**src/design/ex_config.svh**
```systemverilog
//----------------------------------------
// fixed widths and flag bit positions
// of the execute stage; the datapath is
// 32-bit only and these do not change
//----------------------------------------
`ifndef EX_CONFIG_SVH
`define EX_CONFIG_SVH

`define EX_DATA_W  32

// flag bits in the 32-bit flags word
`define EX_FLAG_CF 0
`define EX_FLAG_PF 2
`define EX_FLAG_AF 4
`define EX_FLAG_ZF 6
`define EX_FLAG_SF 7
`define EX_FLAG_DF 10
`define EX_FLAG_OF 11

`endif

```
**src/design/ex_pkg.sv**
```systemverilog
//----------------------------------------
// types shared by the execute stage
// micro-op kinds, alu operations and
// operand sizes; size code 3 is unused
// and treated as 32-bit by the datapath
//----------------------------------------
package ex_pkg;

	// micro-op kinds seen by EX
	typedef enum logic [2:0] {
		UOP_ALU         = 3'd0,
		UOP_PASS_A      = 3'd1,
		UOP_XCHG        = 3'd2,
		UOP_CMPXCHG     = 3'd3,
		UOP_CMPS_FIRST  = 3'd4,
		UOP_CMPS_SECOND = 3'd5,
		UOP_POP         = 3'd6
	} uop_e;

	// alu and shifter operations
	typedef enum logic [2:0] {
		ALU_ADD = 3'd0,
		ALU_ADC = 3'd1,
		ALU_SUB = 3'd2,
		ALU_AND = 3'd3,
		ALU_OR  = 3'd4,
		ALU_XOR = 3'd5,
		ALU_SHL = 3'd6,
		ALU_SHR = 3'd7
	} alu_op_e;

	// operand size, also picks the pointer step
	typedef enum logic [1:0] {
		SIZE_8  = 2'd0,
		SIZE_16 = 2'd1,
		SIZE_32 = 2'd2
	} size_e;

endpackage

```
**src/design/ex_if.sv**
```systemverilog
//----------------------------------------
// operands and control of the micro-op
// in EX, driven by the operand select
// block and read by the other blocks
//----------------------------------------
`timescale 1ns/10ps
`include "ex_config.svh"

interface ex_operand_if;
	logic [`EX_DATA_W-1:0] a;
	// raw B operand, for pointers and routing
	logic [`EX_DATA_W-1:0] b;
	// B as seen by the alu
	logic [`EX_DATA_W-1:0] b_sel;
	logic [`EX_DATA_W-1:0] c;
	logic [`EX_DATA_W-1:0] count;
	logic [`EX_DATA_W-1:0] flags_in;
	ex_pkg::uop_e uop;
	ex_pkg::alu_op_e alu_op;
	ex_pkg::size_e size;
	// valid and not stalled
	logic accept;

	modport src (
		output a, b, b_sel, c, count, flags_in, uop, alu_op, size, accept
	);

	modport sink (
		input a, b, b_sel, c, count, flags_in, uop, alu_op, size, accept
	);
endinterface

```
**src/design/ex_operand_select.sv**
```systemverilog
//----------------------------------------
// operand selection for EX
// holds the first operand of a string
// compare until its second micro-op;
// the count always comes from C
//----------------------------------------
`timescale 1ns/10ps
`include "ex_config.svh"

module ex_operand_select (
	input  logic                  CLK,
	input  logic                  arst_n,
	input  logic                  ex_valid,
	input  logic                  wb_stall,
	input  ex_pkg::uop_e          ex_uop,
	input  ex_pkg::alu_op_e       ex_alu_op,
	input  ex_pkg::size_e         ex_size,
	input  logic [`EX_DATA_W-1:0] ex_a,
	input  logic [`EX_DATA_W-1:0] ex_b,
	input  logic [`EX_DATA_W-1:0] ex_c,
	input  logic [`EX_DATA_W-1:0] ex_flags,
	ex_operand_if.src             ops
);

	logic                  accept;
	logic [`EX_DATA_W-1:0] cmps_tmp;

	assign accept = ex_valid & ~wb_stall;

	// first string operand, kept over stalls
	always_ff @(posedge CLK or negedge arst_n) begin
		if (!arst_n) begin
			cmps_tmp <= '0;
		end else if (accept && ex_uop == ex_pkg::UOP_CMPS_FIRST) begin
			cmps_tmp <= ex_a;
		end
	end

	assign ops.a        = ex_a;
	assign ops.b        = ex_b;
	// second compare uop subtracts the saved value
	assign ops.b_sel    = (ex_uop == ex_pkg::UOP_CMPS_SECOND) ? cmps_tmp : ex_b;
	assign ops.c        = ex_c;
	assign ops.count    = ex_c;
	assign ops.flags_in = ex_flags;
	assign ops.uop      = ex_uop;
	assign ops.alu_op   = ex_alu_op;
	assign ops.size     = ex_size;
	assign ops.accept   = accept;

endmodule

```
**src/design/ex_functional_unit.sv**
```systemverilog
//----------------------------------------
// alu, one-bit shifter and address math
// results are masked to the operand size;
// AF and OF read 0 after logic operations
// and AF reads 0 after shifts
//----------------------------------------
`timescale 1ns/10ps
`include "ex_config.svh"

module ex_functional_unit (
	ex_operand_if.sink            ops,
	output logic [`EX_DATA_W-1:0] alu_result,
	output logic [`EX_DATA_W-1:0] alu_flags,
	output logic [`EX_DATA_W-1:0] shift_result,
	output logic [`EX_DATA_W-1:0] shift_flags,
	output logic [`EX_DATA_W-1:0] count_step,
	output logic [`EX_DATA_W-1:0] pop_pointer,
	output logic [`EX_DATA_W-1:0] cmps_pointer
);

	function automatic logic [`EX_DATA_W-1:0] size_mask(input ex_pkg::size_e size);
		case (size)
			ex_pkg::SIZE_8:  size_mask = 32'h0000_00ff;
			ex_pkg::SIZE_16: size_mask = 32'h0000_ffff;
			default:         size_mask = 32'hffff_ffff;
		endcase
	endfunction

	// top bit of the sized value
	function automatic logic sign_bit(input logic [`EX_DATA_W:0] v, input ex_pkg::size_e size);
		case (size)
			ex_pkg::SIZE_8:  sign_bit = v[7];
			ex_pkg::SIZE_16: sign_bit = v[15];
			default:         sign_bit = v[31];
		endcase
	endfunction

	logic [`EX_DATA_W-1:0] mask;
	logic [`EX_DATA_W-1:0] a_m;
	logic [`EX_DATA_W-1:0] b_m;
	logic [`EX_DATA_W-1:0] step;
	logic [`EX_DATA_W:0]   wide;
	logic                  cin;
	logic                  cf;
	logic                  af;
	logic                  of;
	logic                  sh_cf;
	logic                  sh_of;
	ex_pkg::alu_op_e       op;

	assign mask = size_mask(ops.size);
	assign a_m  = ops.a & mask;
	assign b_m  = ops.b_sel & mask;
	assign cin  = ops.flags_in[`EX_FLAG_CF];

	//----------------------------------------
	// alu
	//----------------------------------------
	always_comb begin
		op = ops.alu_op;
		// compare uops always subtract
		if (ops.uop == ex_pkg::UOP_CMPXCHG || ops.uop == ex_pkg::UOP_CMPS_SECOND) begin
			op = ex_pkg::ALU_SUB;
		end
		wide = '0;
		cf = 1'b0;
		af = 1'b0;
		of = 1'b0;
		case (op)
			ex_pkg::ALU_ADD, ex_pkg::ALU_ADC: begin
				wide = {1'b0, a_m} + {1'b0, b_m} + {{`EX_DATA_W{1'b0}}, cin & (op == ex_pkg::ALU_ADC)};
				alu_result = wide[`EX_DATA_W-1:0] & mask;
				cf = sign_bit(wide >> 1, ops.size);
				af = a_m[4] ^ b_m[4] ^ alu_result[4];
				of = (sign_bit({1'b0, a_m}, ops.size) == sign_bit({1'b0, b_m}, ops.size)) &&
					(sign_bit({1'b0, alu_result}, ops.size) != sign_bit({1'b0, a_m}, ops.size));
			end
			ex_pkg::ALU_SUB: begin
				wide = {1'b0, a_m} - {1'b0, b_m};
				alu_result = wide[`EX_DATA_W-1:0] & mask;
				// a borrow sets every bit above the operand
				cf = sign_bit(wide >> 1, ops.size);
				af = a_m[4] ^ b_m[4] ^ alu_result[4];
				of = (sign_bit({1'b0, a_m}, ops.size) != sign_bit({1'b0, b_m}, ops.size)) &&
					(sign_bit({1'b0, alu_result}, ops.size) != sign_bit({1'b0, a_m}, ops.size));
			end
			ex_pkg::ALU_AND: alu_result = a_m & b_m;
			ex_pkg::ALU_OR:  alu_result = a_m | b_m;
			ex_pkg::ALU_XOR: alu_result = a_m ^ b_m;
			default:         alu_result = a_m;
		endcase
		alu_flags = ops.flags_in;
		alu_flags[`EX_FLAG_CF] = cf;
		alu_flags[`EX_FLAG_PF] = ~^alu_result[7:0];
		alu_flags[`EX_FLAG_AF] = af;
		alu_flags[`EX_FLAG_ZF] = (alu_result == '0);
		alu_flags[`EX_FLAG_SF] = sign_bit({1'b0, alu_result}, ops.size);
		alu_flags[`EX_FLAG_OF] = of;
	end

	//----------------------------------------
	// shifter, one bit per uop
	//----------------------------------------
	always_comb begin
		if (ops.alu_op == ex_pkg::ALU_SHR) begin
			shift_result = a_m >> 1;
			sh_cf = a_m[0];
			sh_of = sign_bit({1'b0, a_m}, ops.size);
		end else begin
			shift_result = (a_m << 1) & mask;
			sh_cf = sign_bit({1'b0, a_m}, ops.size);
			sh_of = sign_bit({1'b0, shift_result}, ops.size) ^ sh_cf;
		end
		shift_flags = ops.flags_in;
		shift_flags[`EX_FLAG_CF] = sh_cf;
		shift_flags[`EX_FLAG_PF] = ~^shift_result[7:0];
		shift_flags[`EX_FLAG_AF] = 1'b0;
		shift_flags[`EX_FLAG_ZF] = (shift_result == '0);
		shift_flags[`EX_FLAG_SF] = sign_bit({1'b0, shift_result}, ops.size);
		shift_flags[`EX_FLAG_OF] = sh_of;
	end

	// pointer step in bytes
	always_comb begin
		case (ops.size)
			ex_pkg::SIZE_8:  step = 32'd1;
			ex_pkg::SIZE_16: step = 32'd2;
			default:         step = 32'd4;
		endcase
	end

	// count stops at zero
	assign count_step   = (ops.count == '0) ? ops.count : ops.count - 1'b1;
	assign pop_pointer  = ops.c + step;
	assign cmps_pointer = ops.flags_in[`EX_FLAG_DF] ? ops.b - step : ops.b + step;

endmodule

```
**src/design/ex_writeback_control.sv**
```systemverilog
//----------------------------------------
// write enables and valid for WB
// CMPXCHG uses ZF of A minus B; REPNE
// with a zero count ends the loop and
// leaves nothing to write
//----------------------------------------
`timescale 1ns/10ps
`include "ex_config.svh"

module ex_writeback_control (
	input  logic                  CLK,
	input  logic                  arst_n,
	input  logic                  ex_ld_gpr1,
	input  logic                  ex_ld_gpr2,
	input  logic                  ex_dcache_write,
	input  logic                  ex_repne,
	input  logic                  wb_stall,
	input  logic [`EX_DATA_W-1:0] alu_flags,
	ex_operand_if.sink            ops,
	output logic                  ex_ready,
	output logic                  wb_valid,
	output logic                  wb_ld_gpr1,
	output logic                  wb_ld_gpr2,
	output logic                  wb_dcache_write,
	output logic                  wb_repne_done
);

	logic zf;
	logic terminate;
	logic live;
	logic ld_gpr1;
	logic ld_gpr2;
	logic dcache_write;

	assign zf        = alu_flags[`EX_FLAG_ZF];
	assign terminate = ex_repne && (ops.count == '0);
	assign live      = ops.accept & ~terminate;

	// compare-and-exchange write decision
	always_comb begin
		ld_gpr1 = ex_ld_gpr1;
		ld_gpr2 = ex_ld_gpr2;
		dcache_write = ex_dcache_write;
		if (ops.uop == ex_pkg::UOP_CMPXCHG) begin
			ld_gpr1 = ex_ld_gpr1 & zf;
			ld_gpr2 = ~zf;
			dcache_write = ex_dcache_write & zf;
		end
	end

	assign ex_ready = ~wb_stall;

	//----------------------------------------
	// WB control latches
	//----------------------------------------
	always_ff @(posedge CLK or negedge arst_n) begin
		if (!arst_n) begin
			wb_valid <= 1'b0;
			wb_ld_gpr1 <= 1'b0;
			wb_ld_gpr2 <= 1'b0;
			wb_dcache_write <= 1'b0;
			wb_repne_done <= 1'b0;
		end else if (!wb_stall) begin
			// idle cycles load a bubble
			wb_valid <= live;
			wb_ld_gpr1 <= live & ld_gpr1;
			wb_ld_gpr2 <= live & ld_gpr2;
			wb_dcache_write <= live & dcache_write;
			wb_repne_done <= ops.accept & terminate;
		end
	end

endmodule

```
**src/design/ex_result_select.sv**
```systemverilog
//----------------------------------------
// result and flag selection by micro-op
// the WB result latches load only on an
// accepted uop and hold otherwise
//----------------------------------------
`timescale 1ns/10ps
`include "ex_config.svh"

module ex_result_select (
	input  logic                  CLK,
	input  logic                  arst_n,
	input  logic                  wb_stall,
	input  logic [`EX_DATA_W-1:0] alu_result,
	input  logic [`EX_DATA_W-1:0] alu_flags,
	input  logic [`EX_DATA_W-1:0] shift_result,
	input  logic [`EX_DATA_W-1:0] shift_flags,
	input  logic [`EX_DATA_W-1:0] count_step,
	input  logic [`EX_DATA_W-1:0] pop_pointer,
	input  logic [`EX_DATA_W-1:0] cmps_pointer,
	ex_operand_if.sink            ops,
	output logic [`EX_DATA_W-1:0] wb_result_a,
	output logic [`EX_DATA_W-1:0] wb_result_b,
	output logic [`EX_DATA_W-1:0] wb_result_c,
	output logic [`EX_DATA_W-1:0] wb_flags
);

	logic [`EX_DATA_W-1:0] res_a;
	logic [`EX_DATA_W-1:0] res_b;
	logic [`EX_DATA_W-1:0] res_c;
	logic [`EX_DATA_W-1:0] res_flags;
	logic                  is_shift;

	assign is_shift = (ops.alu_op == ex_pkg::ALU_SHL) || (ops.alu_op == ex_pkg::ALU_SHR);

	always_comb begin
		// pass-through unless the uop says otherwise
		res_a = ops.a;
		res_b = ops.b;
		res_c = ops.c;
		res_flags = ops.flags_in;
		case (ops.uop)
			ex_pkg::UOP_ALU: begin
				res_a = is_shift ? shift_result : alu_result;
				res_flags = is_shift ? shift_flags : alu_flags;
			end
			ex_pkg::UOP_XCHG: begin
				res_a = ops.b;
				res_b = ops.a;
			end
			ex_pkg::UOP_CMPXCHG: begin
				res_a = ops.c;
				res_b = ops.a;
				res_flags = alu_flags;
			end
			ex_pkg::UOP_CMPS_FIRST: begin
				res_a = cmps_pointer;
				res_c = count_step;
			end
			ex_pkg::UOP_CMPS_SECOND: begin
				res_a = cmps_pointer;
				res_c = count_step;
				res_flags = alu_flags;
			end
			ex_pkg::UOP_POP: res_c = pop_pointer;
			default: ;
		endcase
	end

	// WB result latches
	always_ff @(posedge CLK or negedge arst_n) begin
		if (!arst_n) begin
			wb_result_a <= '0;
			wb_result_b <= '0;
			wb_result_c <= '0;
			wb_flags <= '0;
		end else if (!wb_stall && ops.accept) begin
			wb_result_a <= res_a;
			wb_result_b <= res_b;
			wb_result_c <= res_c;
			wb_flags <= res_flags;
		end
	end

endmodule

```
**src/design/ex_stage.sv**
```systemverilog
//----------------------------------------
// execute stage with its WB latch
// one uop per cycle, one cycle latency;
// ex_ready is simply not wb_stall
//----------------------------------------
`timescale 1ns/10ps
`include "ex_config.svh"

module ex_stage (
	input  logic                  CLK,
	input  logic                  arst_n,
	input  logic                  ex_valid,
	input  logic                  wb_stall,
	input  ex_pkg::uop_e          ex_uop,
	input  ex_pkg::alu_op_e       ex_alu_op,
	input  ex_pkg::size_e         ex_size,
	input  logic                  ex_repne,
	input  logic                  ex_ld_gpr1,
	input  logic                  ex_ld_gpr2,
	input  logic                  ex_dcache_write,
	input  logic [`EX_DATA_W-1:0] ex_a,
	input  logic [`EX_DATA_W-1:0] ex_b,
	input  logic [`EX_DATA_W-1:0] ex_c,
	input  logic [`EX_DATA_W-1:0] ex_flags,
	output logic                  ex_ready,
	output logic                  wb_valid,
	output logic [`EX_DATA_W-1:0] wb_result_a,
	output logic [`EX_DATA_W-1:0] wb_result_b,
	output logic [`EX_DATA_W-1:0] wb_result_c,
	output logic [`EX_DATA_W-1:0] wb_flags,
	output logic                  wb_ld_gpr1,
	output logic                  wb_ld_gpr2,
	output logic                  wb_dcache_write,
	output logic                  wb_repne_done
);

	logic [`EX_DATA_W-1:0] alu_result;
	logic [`EX_DATA_W-1:0] alu_flags;
	logic [`EX_DATA_W-1:0] shift_result;
	logic [`EX_DATA_W-1:0] shift_flags;
	logic [`EX_DATA_W-1:0] count_step;
	logic [`EX_DATA_W-1:0] pop_pointer;
	logic [`EX_DATA_W-1:0] cmps_pointer;

	ex_operand_if ops_if ();

	ex_operand_select operand_select_i (
		.CLK(CLK), .arst_n(arst_n), .ex_valid(ex_valid), .wb_stall(wb_stall),
		.ex_uop(ex_uop), .ex_alu_op(ex_alu_op), .ex_size(ex_size),
		.ex_a(ex_a), .ex_b(ex_b), .ex_c(ex_c), .ex_flags(ex_flags), .ops(ops_if.src)
	);

	ex_functional_unit functional_unit_i (
		.ops(ops_if.sink), .alu_result(alu_result), .alu_flags(alu_flags),
		.shift_result(shift_result), .shift_flags(shift_flags), .count_step(count_step),
		.pop_pointer(pop_pointer), .cmps_pointer(cmps_pointer)
	);

	ex_writeback_control writeback_control_i (
		.CLK(CLK), .arst_n(arst_n), .ex_ld_gpr1(ex_ld_gpr1), .ex_ld_gpr2(ex_ld_gpr2),
		.ex_dcache_write(ex_dcache_write), .ex_repne(ex_repne), .wb_stall(wb_stall),
		.alu_flags(alu_flags), .ops(ops_if.sink), .ex_ready(ex_ready), .wb_valid(wb_valid),
		.wb_ld_gpr1(wb_ld_gpr1), .wb_ld_gpr2(wb_ld_gpr2),
		.wb_dcache_write(wb_dcache_write), .wb_repne_done(wb_repne_done)
	);

	ex_result_select result_select_i (
		.CLK(CLK), .arst_n(arst_n), .wb_stall(wb_stall), .alu_result(alu_result),
		.alu_flags(alu_flags), .shift_result(shift_result), .shift_flags(shift_flags),
		.count_step(count_step), .pop_pointer(pop_pointer), .cmps_pointer(cmps_pointer),
		.ops(ops_if.sink), .wb_result_a(wb_result_a), .wb_result_b(wb_result_b),
		.wb_result_c(wb_result_c), .wb_flags(wb_flags)
	);

endmodule

```
**config.mk**
```make
export PLATFORM = sky130hd
export DESIGN_NAME = ex_stage
export DESIGN_NICKNAME = d
export VERILOG_FILES = /design/src/design/ex_pkg.sv /design/src/design/ex_if.sv /design/src/design/ex_operand_select.sv /design/src/design/ex_functional_unit.sv /design/src/design/ex_writeback_control.sv /design/src/design/ex_result_select.sv /design/src/design/ex_stage.sv
export VERILOG_INCLUDE_DIRS = /design/src /design/src/design
export SDC_FILE = /design/constraint.sdc
export NUM_CORES = 1
export LEC_CHECK = 0
export BUFFER_PORTS_ARGS = -buffer_cell sky130_fd_sc_hd__buf_2
export CORE_MARGIN = 2
export CORE_UTILIZATION = 54
export DETAILED_ROUTE_END_ITERATION = 6
export PLACE_DENSITY = 0.81
export SLEW_MARGIN = 20
export SYNTH_ARGS = -nofsm -noshare
export SYNTH_HDL_FRONTEND = slang
export SYNTH_SLANG_ARGS = --single-unit
export TNS_END_PERCENT = 1
```
**constraint.sdc**
```tcl
create_clock -name CLK -period 4.1 [get_ports CLK]
set_input_delay 0.82 -clock CLK [delete_from_list [all_inputs] [get_ports CLK]]
set_output_delay 0.82 -clock CLK [all_outputs]
set_load 0.05 [all_outputs]
```
==> impl_metrics.ini <==
[status]
outcome = finished, violations left
violations = setup timing

[cts]
cts_inserted_buffers = 17
clock-sinks = 165
cts.clk_slew.worst_paths_ns = 0.08
cts_hold_buf = 0
cts_tree = yes
cts-htree-levels = 4
clk_latency_ns = 0.45
cts-root-buf = clkbuf_16
cts.path.max_buffers = 2

[logic_synthesis]
synth_edf_count = 0
synth_cell_types = 99
synth_ff_type = dfrtp_1
ys_async_sr_fraction_pct = 100
yosys_warnings = 0
ys_seq_area_share_pct = 22.7
syn_avg_cell_area_um2 = 7.47
synth_nets = 2739
syn_inst = 2438
syn-cell-area_mm2 = 0.0182
synth_top_area_share_pct = 22.7
synth_top_area_cell = dfrtp_1
ys_top_cells_by_area = dfrtp_1 23%, ha_1 10%, nand2_1 6.8%, o21ai_0 6.2%, a21oi_1 5.6%
synth_seq_cells = 165

[placement]
dp_slack_ns = -1.43
numPortBuffers = 277
globalplace.congestion = 1.08
hpwl_um = 69300

[routing]
drtIter0Drc = 3008
viasPerCell = 6.54
finalWirelength_um = 88800
detail-route-antenna-nets = 0
route.detailed.drc = 0
firstDrtPassIters = 7
num_vias = 23900
wire_per_inst_um = 24.3

[sta]
final.setup_skew_ns = 0.0151
setup-violations-final = 22
slew-limit-headroom_pct = 31.7
period_share_pct = 119
worst_pin_slew_ns = 1.01
whs_ns = 0.401
max_freq_mhz = 205
rsz0062_at_grt = yes
finalHoldViolations = 0
min_period_ns = 4.88
finalMaxSlewViolations = 0
setup_ws_ns = -0.784
setup_tns_ns = -9.14

[final_layout]
area_growth_pct = 42.1
layout_common_cells = 602 x buf_4, 327 x nand2_1, 273 x buf_2
fin_util_pct = 77.5
layout-drive-gt1-share_pct = 36.3
final_common_cell = buf_4
fin_nets = 3498

[die]
start_util_pct = 54.5
placeableCoreArea_mm2 = 0.0334
die_w_um = 188
die_h_um = 188
io-pin-count = 278
row_count = 67
design.die.area_mm2 = 0.0352

[critical_path]
cpMaxStageDelayCell = a2111oi_1
path_common_cell = buf_4
worstPathArrival_ns = 5.23
r2r_start = operand_select_i.cmps_tmp[0]
cpPeakStageDelay_ns = 0.43
crit_fanout = 8
crit_required_ns = 4.45
crit_chain = buf_12 > nor2_4 > nand2_4 > buf_4 > buf_4 > mux2_4 > inv_1 > ha_1 > buf_4 > nor2b_1 > or2_4 > a21boi_4 > o31a_1 > and3_1 > buf_4 > o211ai_1 > a21oi_1 > nor2_1 > a2111oi_1 > and4b_1 > nand4b_1 > a32o_1
start_kind = input pin
critPathKind = input pin to register
endpoint_kind = register
crit_start = ex_uop[1]

[power_and_ir_drop]
swShare_pct = 45.3
p_sw_mw = 3.84
internal_power_mw = 4.63
vdd_drop_max_v = 0.000407
power_density_mw_per_mm2 = 327
p_total_mw = 8.46
p_leak_nw = 12.7
p_comb_share_pct = 54.8
seqPwrFrac_pct = 24.5
p_clk_share_pct = 20.7

[global_routing]
grt_max_degree = 110
grt_first_pass_wirelength_um = 133000
grt_pass1_vias = 23600
grt_overflow = 0
antenna_found_initial = 2
track_usage_pct = 48.6

[run]
drv_cap = 0

[min_path]
min-delay-path-class = input pin to async pin
[power by group through the flow]
| stage | Sequential [mW] | Clock, mW | Combinational, mW |
|---|---|---|---|
| 2_1_floorplan | 2.70 | 0 | 1.78 |
| 3_3_place_gp | 2.06 | 0 | 4.19 |
| 3_5_place_dp | 2.08 | 0 | 4.28 |
| 4_1_cts | 2.05 | 1.73 | 4.44 |
| 5_1_grt | 2.08 | 1.80 | 4.85 |
| 6_report | 2.07 | 1.75 | 4.64 |
[logic make-up (layout without fill, tap and decap cells)]
family,Yosys count,count (layout),synth area share [%]
flops,165,165,22.7
fa+ha+maj,157,157,11.0
compound gates,806,806,28.7
simple gates,844,844,21.4
xor+xnor,87,87,4.29
buf+inv,275,1046,5.94
other cells,0,2,0
mux,104,104,6.02
[layout make-up]
type / count / area (µm²)
diodes: 2 / 5.00
clock buffers: 19 / 453
clock inverters: 12 / 161
fillers: 2482 / 7500
inverters: 122 / 472
multi-input cells: 1998 / 13900
flip-flops and latches: 165 / 4130
well taps: 448 / 561
repair buffers: 893 / 6140
[metrics by stage]
stage	cells	cell area, µm²
global route	3657	25900
detailed placement	3606	24300
finish	3659	25900
floorplan	2438	18500
global placement	3606	24300
CTS	3657	25600
[cells in the mapped netlist, types with 27 or more instances]
| master | count |
|---|---|
| a21oi_1 | 203 |
| nor2_1 | 213 |
| nor3_1 | 60 |
| nand3_1 | 41 |
| nand2_1 | 330 |
| mux2i_1 | 61 |
| o21ai_0 | 225 |
| mux2_2 | 43 |
| o22ai_1 | 44 |
| a211oi_1 | 27 |
| clkbuf_1 | 108 |
| a21o_1 | 30 |
| nand2b_1 | 30 |
| xor2_1 | 34 |
| dfrtp_1 | 165 |
| inv_1 | 121 |
| ha_1 | 152 |
| xnor2_1 | 52 |
[critical path: cells and delay by family]
family,cells,cell delay (ns)
muxes,1,0.22
AOI/OAI and AO/OA,6,1.71
adders and majority gates,1,0.26
buffers and inverters,6,0.80
and+or+nand+nor,8,1.42
[state kept, by name (all words and copies together), names as in the netlist]
signal and flops:
writeback_control_i.wb_dcache_write 1, writeback_control_i.wb_valid 1, writeback_control_i.wb_ld_gpr1 1, writeback_control_i.wb_repne_done 1, writeback_control_i.wb_ld_gpr2 1, result_select_i.wb_result_c 32, result_select_i.wb_flags 32, result_select_i.wb_result_a 32
result_select_i.wb_result_b 32, operand_select_i.cmps_tmp 32
[metal layers]
layer / wire (µm) / part of all wire [%] / global-route usage (%)
met1: 31300 / 35 / 57.0
met2: 39200 / 44 / 77.8
met3: 9230 / 10 / 9.51
met4: 9010 / 10 / 39.0
met5: 14 / 0.016 / 0
[final timing paths]
check,to,slack [ns],cells past startpoint
hold / removal,result_select_i.wb_result_c[5],0.40,1
hold reg to reg,result_select_i.wb_flags[26],0.48,2
max in group asynchronous,result_select_i.wb_result_a[30],2.75,2
setup / recovery,writeback_control_i.wb_ld_gpr2,-0.78,22
setup reg to reg,writeback_control_i.wb_ld_gpr2,-0.37,17
min in group CLK,result_select_i.wb_flags[26],0.48,2
[what timing repair did]
action | CTS | global route
gates resized for setup | 119 | 63
buffers inserted | 20 | 0
setup endpoints to repair | 30 | 32
pin swaps | 41 | 16
(Power assumes the default switching activity.)
